`config.mk`:
```
export PLATFORM = sky130hd
export DESIGN_NAME = ifu_top
export DESIGN_NICKNAME = d
export VERILOG_FILES = /design/src/hdl/ifu_pkg.sv /design/src/hdl/ifu_ifs.sv /design/src/hdl/ifu_prefetch.sv /design/src/hdl/ifu_decode.sv /design/src/hdl/ifu_branch_exec.sv /design/src/hdl/ifu_retire.sv /design/src/hdl/ifu_top.sv
export VERILOG_INCLUDE_DIRS = /design/src /design/src/hdl
export SDC_FILE = /design/constraint.sdc
export NUM_CORES = 1
export LEC_CHECK = 0
export BUFFER_PORTS_ARGS = -buffer_cell sky130_fd_sc_hd__buf_2
export CAP_MARGIN = 10
export CORE_MARGIN = 8
export CORE_UTILIZATION = 42
export DETAILED_ROUTE_END_ITERATION = 12
export PLACE_DENSITY = 0.63
export SLEW_MARGIN = 10
export SYNTH_ARGS = -nofsm -noshare
export SYNTH_HDL_FRONTEND = slang
export SYNTH_HIERARCHICAL = 1
export SYNTH_SLANG_ARGS = --single-unit
export TNS_END_PERCENT = 30
```
`constraint.sdc`:
```
create_clock -name clk -period 8.4 [get_ports clk]
set_input_delay 0 -clock clk [delete_from_list [all_inputs] [get_ports clk]]
set_output_delay 0 -clock clk [all_outputs]
set_load 0.02 [all_outputs]
```
`src/hdl/ifu_cfg.svh`:
```
// ========================================
// ifu configuration macros
// reset pc, queue depth and queue filler
// ========================================
`ifndef IFU_CFG_SVH
`define IFU_CFG_SVH

// first fetch address out of reset
`define IFU_RESET_PC 32'h0000_0000

// halfword entries, power of two and at least 4
`define IFU_QUEUE_DEPTH 8

// c.nop, loaded into every queue entry at reset
`define IFU_FILL_INST 16'h0001

`endif

```
`src/hdl/ifu_pkg.sv`:
```
// ========================================
// ifu package
// instruction views, decoded op and bundle
// ========================================
package ifu_pkg;

   // rv32 j-type layout, used for jal
   typedef struct packed {
      logic       imm20;
      logic [9:0] imm10_1;
      logic       imm11;
      logic [7:0] imm19_12;
      logic [4:0] rd;
      logic [6:0] opcode;
   } rv32_j_t;

   // rvc cj layout, used for c.j
   typedef struct packed {
      logic [2:0]  funct3;
      logic [10:0] target;
      logic [1:0]  op;
   } rvc_cj_t;

   // compressed view: upper halfword plus the cj halfword
   typedef struct packed {
      logic [15:0] upper;
      rvc_cj_t     cj;
   } rvc_pair_t;

   // one fetched word, two ways to read it
   typedef union packed {
      rv32_j_t   j;
      rvc_pair_t c;
   } inst_u;

   typedef enum logic [1:0] {
      OP_SEQ = 2'd0,
      OP_JAL = 2'd1,
      OP_CJ  = 2'd2
   } op_e;

   typedef struct packed {
      op_e         op;
      logic        is_32;
      logic [20:0] offset;
      inst_u       inst;
   } dec_t;

endpackage

```
`src/hdl/ifu_ifs.sv`:
```
// ========================================
// ifu internal interfaces
// fetch to decode, decode to execute
// ========================================
`timescale 1ns/1ns

interface fetch_if;
   logic        valid;
   logic [31:0] inst;
   logic        is_32;
   logic        take;

   modport src (output valid, output inst, output is_32, input take);
   modport dst (input valid, input inst, input is_32);
   // execute only consumes
   modport acc (output take);
endinterface

interface dec_if;
   import ifu_pkg::*;
   logic valid;
   dec_t bundle;

   modport out (output valid, output bundle);
   modport in  (input valid, input bundle);
endinterface

```
`src/hdl/ifu_prefetch.sv`:
```
// ========================================
// ifu prefetch
// halfword queue fed by word fetches,
// hands out 16/32-bit instructions
// ========================================
`timescale 1ns/1ns
`include "ifu_cfg.svh"

module ifu_prefetch (
   input  logic        clk,
   input  logic        rst_n,
   output logic        code_req,
   output logic [31:0] code_addr,
   input  logic [31:0] code_rdata,
   input  logic        code_ready,
   input  logic        redirect,
   input  logic [31:0] target,
   fetch_if.src        fch
);

   localparam int PTR_W = $clog2(`IFU_QUEUE_DEPTH);

   // ========================================
   // state
   // ========================================
   logic [15:0]             iq [`IFU_QUEUE_DEPTH];
   logic [PTR_W-1:0]        wr_ptr;
   logic [PTR_W-1:0]        rd_ptr;
   logic [PTR_W-1:0]        wr_ptr_p1;
   logic [PTR_W-1:0]        rd_ptr_p1;
   logic [PTR_W-1:0]        rd_step;
   // held halfwords, -1 right after an odd redirect
   logic signed [PTR_W+1:0] fill;
   logic signed [PTR_W+1:0] add_hw;
   logic signed [PTR_W+1:0] sub_hw;
   logic signed [PTR_W+1:0] pend_hw;
   logic [31:0]             addr_r;
   logic                    pend;
   logic                    started;
   logic                    wr_en;
   logic                    room;
   logic                    is_32;

   assign wr_ptr_p1 = wr_ptr + 1'b1;
   assign rd_ptr_p1 = rd_ptr + 1'b1;

   // ========================================
   // read side
   // ========================================
   // length from the low bits of the first halfword
   assign is_32     = (iq[rd_ptr][1:0] == 2'b11);
   assign fch.is_32 = is_32;
   assign fch.inst  = {iq[rd_ptr_p1], iq[rd_ptr]};
   // need two halfwords for a 32-bit one
   assign fch.valid = (fill > 0) && (!is_32 || fill > 1);
   assign rd_step   = is_32 ? PTR_W'(2) : PTR_W'(1);

   // ========================================
   // bus side
   // ========================================
   // returned word, dropped when a redirect hits
   assign wr_en   = pend & code_ready & ~redirect;
   // count the in-flight word as already stored
   assign pend_hw = pend ? 2 : 0;
   assign room    = (fill + pend_hw) <= (`IFU_QUEUE_DEPTH - 2);

   assign code_req  = started & room;
   assign code_addr = addr_r;

   assign add_hw = wr_en ? 2 : 0;
   assign sub_hw = fch.take ? (is_32 ? 2 : 1) : 0;

   always_ff @(posedge clk or negedge rst_n) begin
      if (!rst_n) begin
         started <= 1'b0;
         pend    <= 1'b0;
         addr_r  <= `IFU_RESET_PC;
      end else begin
         started <= 1'b1;
         if (redirect) begin
            // cancel data in flight, restart at the target word
            pend   <= 1'b0;
            addr_r <= {target[31:2], 2'b00};
         end else if (code_ready) begin
            pend <= code_req;
            if (code_req)
               addr_r <= addr_r + 32'd4;
         end
      end
   end

   // pointers and fill level
   always_ff @(posedge clk or negedge rst_n) begin
      if (!rst_n) begin
         wr_ptr <= '0;
         rd_ptr <= '0;
         fill   <= '0;
      end else if (redirect) begin
         wr_ptr <= '0;
         // skip the low halfword for an odd target
         rd_ptr <= {{(PTR_W-1){1'b0}}, target[1]};
         fill   <= target[1] ? -1 : 0;
      end else begin
         if (wr_en)
            wr_ptr <= wr_ptr + PTR_W'(2);
         if (fch.take)
            rd_ptr <= rd_ptr + rd_step;
         fill <= fill + add_hw - sub_hw;
      end
   end

   // queue entries, one word lands as two halfwords
   always_ff @(posedge clk or negedge rst_n) begin
      if (!rst_n) begin
         for (int i = 0; i < `IFU_QUEUE_DEPTH; i++)
            iq[i] <= `IFU_FILL_INST;
      end else if (wr_en) begin
         iq[wr_ptr]    <= code_rdata[15:0];
         iq[wr_ptr_p1] <= code_rdata[31:16];
      end
   end

endmodule

```
`src/hdl/ifu_decode.sv`:
```
// ========================================
// ifu decode
// classifies seq / jal / c.j and
// rebuilds the jump offset
// ========================================
`timescale 1ns/1ns

module ifu_decode (
   fetch_if.dst fch,
   dec_if.out   dec
);
   import ifu_pkg::*;

   inst_u       word;
   inst_u       inst_out;
   logic [20:0] jal_off;
   logic [20:0] cj_off;
   logic [10:0] t;
   op_e         op;

   assign word = fch.inst;
   assign t    = word.c.cj.target;

   // j-type immediate, bit 0 implied
   assign jal_off = {word.j.imm20, word.j.imm19_12, word.j.imm11,
                     word.j.imm10_1, 1'b0};

   // cj field order 11|4|9:8|10|6|7|3:1|5
   assign cj_off = {{9{t[10]}}, t[10], t[6], t[8:7], t[4], t[5], t[0],
                    t[9], t[3:1], 1'b0};

   always_comb begin
      if (fch.is_32 && word.j.opcode == 7'b1101111)
         op = OP_JAL;
      else if (!fch.is_32 && word.c.cj.op == 2'b01 && word.c.cj.funct3 == 3'b101)
         op = OP_CJ;
      else
         op = OP_SEQ;
   end

   always_comb begin
      inst_out = word;
      // upper halfword belongs to the next instruction
      if (!fch.is_32)
         inst_out.c.upper = 16'h0000;
   end

   assign dec.valid         = fch.valid;
   assign dec.bundle.op     = op;
   assign dec.bundle.is_32  = fch.is_32;
   assign dec.bundle.inst   = inst_out;
   assign dec.bundle.offset = (op == OP_JAL) ? jal_off :
                              (op == OP_CJ)  ? cj_off  : 21'd0;

endmodule

```
`src/hdl/ifu_branch_exec.sv`:
```
// ========================================
// ifu execute
// pc register, instruction accept and
// redirect on jumps
// ========================================
`timescale 1ns/1ns
`include "ifu_cfg.svh"

module ifu_branch_exec (
   input  logic           clk,
   input  logic           rst_n,
   input  logic           stall,
   dec_if.in              dec,
   fetch_if.acc           fch,
   output logic           redirect,
   output logic [31:0]    target,
   output logic           accept,
   output logic [31:0]    pc,
   output ifu_pkg::inst_u inst
);
   import ifu_pkg::*;

   logic [31:0] pc_r;
   logic        take;
   logic        is_jump;

   // consume whenever something is there and the core runs
   assign take     = dec.valid & ~stall;
   assign fch.take = take;
   assign accept   = take;

   assign is_jump  = (dec.bundle.op != OP_SEQ);
   // offset is relative to the jump itself
   assign target   = pc_r + {{11{dec.bundle.offset[20]}}, dec.bundle.offset};
   assign redirect = take & is_jump;

   assign pc   = pc_r;
   assign inst = dec.bundle.inst;

   always_ff @(posedge clk or negedge rst_n) begin
      if (!rst_n) begin
         pc_r <= `IFU_RESET_PC;
      end else if (take) begin
         if (is_jump)
            pc_r <= target;
         else
            pc_r <= pc_r + (dec.bundle.is_32 ? 32'd4 : 32'd2);
      end
   end

endmodule

```
`src/hdl/ifu_retire.sv`:
```
// ========================================
// ifu retire
// registered retire record and counter
// ========================================
`timescale 1ns/1ns
`include "ifu_cfg.svh"

module ifu_retire (
   input  logic           clk,
   input  logic           rst_n,
   input  logic           accept,
   input  logic [31:0]    pc,
   input  ifu_pkg::inst_u inst,
   output logic           retire_valid,
   output logic [31:0]    retire_pc,
   output ifu_pkg::inst_u retire_inst,
   output logic [15:0]    retire_count
);

   always_ff @(posedge clk or negedge rst_n) begin
      if (!rst_n) begin
         retire_valid <= 1'b0;
         retire_count <= 16'd0;
         retire_pc    <= `IFU_RESET_PC;
      end else begin
         // one pulse per accepted instruction
         retire_valid <= accept;
         if (accept) begin
            retire_pc    <= pc;
            retire_count <= retire_count + 16'd1;
         end
      end
   end

   always_ff @(posedge clk) begin
      if (accept)
         retire_inst <= inst;
   end

endmodule

```
`src/hdl/ifu_top.sv`:
```
// ========================================
// ifu top
// prefetch, decode, execute and retire
// ========================================
`timescale 1ns/1ns

module ifu_top (
   input  logic           clk,
   input  logic           rst_n,
   input  logic           stall,
   output logic           code_req,
   output logic [31:0]    code_addr,
   input  logic [31:0]    code_rdata,
   input  logic           code_ready,
   output logic           retire_valid,
   output logic [31:0]    retire_pc,
   output ifu_pkg::inst_u retire_inst,
   output logic [15:0]    retire_count
);
   import ifu_pkg::*;

   fetch_if fch ();
   dec_if   dec ();

   // execute to prefetch
   logic        redirect;
   logic [31:0] target;
   // execute to retire
   logic        accept;
   logic [31:0] ex_pc;
   inst_u       ex_inst;

   ifu_prefetch u_prefetch (
      .clk        (clk),
      .rst_n      (rst_n),
      .code_req   (code_req),
      .code_addr  (code_addr),
      .code_rdata (code_rdata),
      .code_ready (code_ready),
      .redirect   (redirect),
      .target     (target),
      .fch        (fch.src)
   );

   ifu_decode u_decode (
      .fch (fch.dst),
      .dec (dec.out)
   );

   ifu_branch_exec u_exec (
      .clk      (clk),
      .rst_n    (rst_n),
      .stall    (stall),
      .dec      (dec.in),
      .fch      (fch.acc),
      .redirect (redirect),
      .target   (target),
      .accept   (accept),
      .pc       (ex_pc),
      .inst     (ex_inst)
   );

   ifu_retire u_retire (
      .clk          (clk),
      .rst_n        (rst_n),
      .accept       (accept),
      .pc           (ex_pc),
      .inst         (ex_inst),
      .retire_valid (retire_valid),
      .retire_pc    (retire_pc),
      .retire_inst  (retire_inst),
      .retire_count (retire_count)
   );

endmodule

```
==> reports/metrics.yaml <==
setup_repair_after_global_routing_missed_its_margin: "false"
cp.required_ns: 8.85
synth_seq_area_share: 0.4244
worst_path_max_delay_cell: "dfrtp_1"
dominantRegCellSynth: "dfrtp_1"
clock_transition_at_the_registers_of_the_reported_paths_ns: 0.06
multi_input_gate_area_um2: 8864
fillers: 3678
most_common_cell_after_layout_fill_and_taps_aside: "dfrtp_1"
async_reset_ff_frac: 0.8869
proportion_of_synthesized_area_in_mux_cells: 0.1625
numClockSinks: 283
synth_adder_area_share: 0.04613
grt_pass1_vias: 13245
detailedRoute.firstPassIterationCount: 6
relSlewSlack: 0.2497
wl_per_cell_um: 20.99
grtUsageTotal: 0.2007
status: "finished clean"
finalSetupTns_ns: 0
final_min_period_over_clock_period: 0.6859
avgViaCountPerCell: 5.848
top_level_ports: 150
area_delta_synth_final_pct: 13.12
timing.critical_path.fanout_max: 25
synthesis.yosys.warnings: 6
synth_area_um2: 17090
initial_antenna_violation_count: 0
layout_common_cells: "dfrtp_1, nand2_1, buf_2, o21ai_0, mux2_2"
antenna-diode-count: 0
fin_total_pwr_mw: 6.642
synth_top_family_by_area: "multiplexers"
fin_ws_ns: 2.638
final.setup_skew_ns: 0.02359
timing.critical_path.to_type: "flip-flop"
placed_cells_incl_taps: 2195
fmax_ghz: 0.1736
syn_avg_cell_area_um2: 10.34
die_area_um2: 47400
initial_core_util: 0.4224
power_density_nw_per_um2: 343.6
final_core_utilization: 0.4778
synthXorXnorAreaFrac: 0.02511
wp_data_arrival_ns: 6.21
cp_num_buf_inv: 2
drt.antenna.violating_nets: 0
timing.final.setup_violations: 0
cts_max_path_buffers: 3
dp_hpwl_mm: 33.43
gr-total-overflow: 0
flip_flop_and_latch_count_after_synthesis: 283
layout_min_cycle_time_ns: 5.762
post_route_cells_drive_above_1_share: 0.2565
clkLatencyLatePin_ns: 0.55
die_y_um: 217.7
final_max_slew_viol_count: 0
critical-path-max-stage-delay_ns: 0.66
placement.setup.worst_slack_ns: 2.705
tritoncts: "done"
irDropWorstVdd_v: 0.0002108
synthCells: 1653
post-route-drc-count: 0
setup.worst_path.class: "flip-flop to flip-flop"
floorplan.rows: 74
post_layout_nonfiller_instances: 2294
timing.critical_path.from_type: "flip-flop"
core_footprint_um2: 40460
wirelength_mm: 48.15
cts_root_buf: "clkbuf_16"
ys_types: 83
hold_viol: 0
gp_routability_congestion: 0.9157
timing.critical_path.cells: "buf_4, ha_2, buf_4, mux4_2, mux2_2, a22o_2, ha_1, nand4_1, or2_2, nand2b_1, nor3_1, nor2_1, a21oi_1, a311o_1, xor2_1, nor2_1, a31oi_1"
detail_route.iter0.violations: 960
synth_compound_area_frac: 0.1364
area.sequential_um2: 7256
max_cap_violations: 0
cellLeakagePower_nw: 8.641
critPathTopFamily: "adder cells"
post_cts_buffers: 0
route.vias.total: 13415
quantity_of_i_o_buffers_inserted_on_ports: 147
worstMarginPinSlew_ns: 1.124
floorplan.die.width_um: 217.7
maximum_number_of_pins_on_one_net_before_global_route_repair: 151
grt_first_pass_wirelength_mm: 76.12
htree_num_levels: 2
post_synth_and_or_nand_nor_area_fraction: 0.1465
worstHoldPathType: "input port to async pin"
cts_inserted_buffers: 35
final_layout_net_count: 1831
synth-edff-count: 32
layout make-up:
cell class / count / share of cell area
clock buffer: 50 / 0.05346
clock inverter: 14 / 0.006084
tap: 532 / 0.03443
multi-input combinational: 1181 / 0.4585
inverter: 33 / 0.006537
sequential: 283 / 0.3753
timing repair buffer: 201 / 0.06563
synthesized netlist by cell type, types with 7 or more instances:
master    instances  area, µm²
a211oi_1          8      60.06
a21o_1           21      157.7
a21oi_1          73      365.4
a22o_1           12      105.1
a22o_2            9      90.09
a31oi_1          35      219.0
and2_1           22      137.6
and3_1           22      137.6
and4_1            9      78.83
buf_2            24      120.1
buf_4            56      420.4
clkbuf_1         63      236.5
dfrtp_1         243       6081
dfstp_2           8      210.2
edfxtp_1         32      960.9
ha_1             55      688.2
inv_1            30      112.6
mux2_2          115       1295
mux4_2           64       1441
nand2_1         233      874.6
nand3_1          44      220.2
nand4_1          19      118.9
nor2_1           73      274.0
nor2b_1           9      56.30
nor3_1           15      75.07
nor4_1           10      62.56
o21a_1            7      52.55
o21ai_0         127      635.6
o22ai_1           9      56.30
o31ai_1          26      195.2
or4_1            23      172.7
xnor2_1          22      192.7
xor2_1           27      236.5
power by group:
| group | switching, mW | internal [mW] |
|---|---|---|
| Clock | 0.605 | 0.892 |
| Sequential | 0.451 | 1.89 |
| Combinational | 1.53 | 1.27 |
| Total | 2.58 | 4.06 |
per-layer routing:
| metal | up-vias | part of all wire | track usage |
|---|---|---|---|
| met5 | - | 0 | 0 |
| met1 | 6672 | 0.41 | 0.2536 |
| li1 | 6186 | - | - |
| met2 | 461 | 0.49 | 0.3345 |
| met4 | 0 | 0.038 | 0.08093 |
| met3 | 96 | 0.064 | 0.04022 |
timing repair:
item / in CTS / in global routing
endpoints found under the hold margin: 232 / 0
hold buffers: 34 / 0
gates resized for setup: 0 / 0
registers in the layout, summed over array words and instances, names as in the netlist:
register               cells
u_exec/pc                 32
u_prefetch/code_addr      30
u_prefetch/fill            5
u_prefetch/iq            128
u_prefetch/pend            1
u_prefetch/rd_ptr          3
u_prefetch/started         1
u_prefetch/wr_ptr          2
u_retire/retire_count     16
u_retire/retire_inst      32
u_retire/retire_pc        32
u_retire/retire_valid      1
logic make-up after synthesis:
family | Yosys count
flip-flops | 283
XOR/XNOR | 49
buffers and inverters | 190
multiplexers | 183
adder cells (fa/ha/maj) | 60
AO/OA/AOI/OAI | 373
AND/OR/NAND/NOR | 512
other | 3
worst paths after layout:
kind	from	to	slack [ns]	depth (start not counted)
setup / recovery	u_prefetch/rd_ptr[1]	u_prefetch/code_addr[30]	2.64	17
hold / removal	rst_n	u_retire/retire_count[8]	0.06	2
setup reg to reg	u_prefetch/rd_ptr[1]	u_prefetch/code_addr[30]	2.64	17
hold reg to reg	u_retire/retire_count[15]	u_retire/retire_count[15]	0.46	1
max in group asynchronous	rst_n	u_prefetch/rd_ptr[0]	6.86	3
min in group clk	stall	u_exec/pc[2]	0.17	5
per-stage QoR:
stage	hold WS, ns	instance area, µm²
6_report	0.06350	19330
5_1_grt	0.1558	19330
3_5_place_dp	0.1024	17810
4_1_cts	0.1038	19300
2_1_floorplan	-0.2956	17090
3_3_place_gp	0.09623	17810
(Power assumes the default switching activity.)
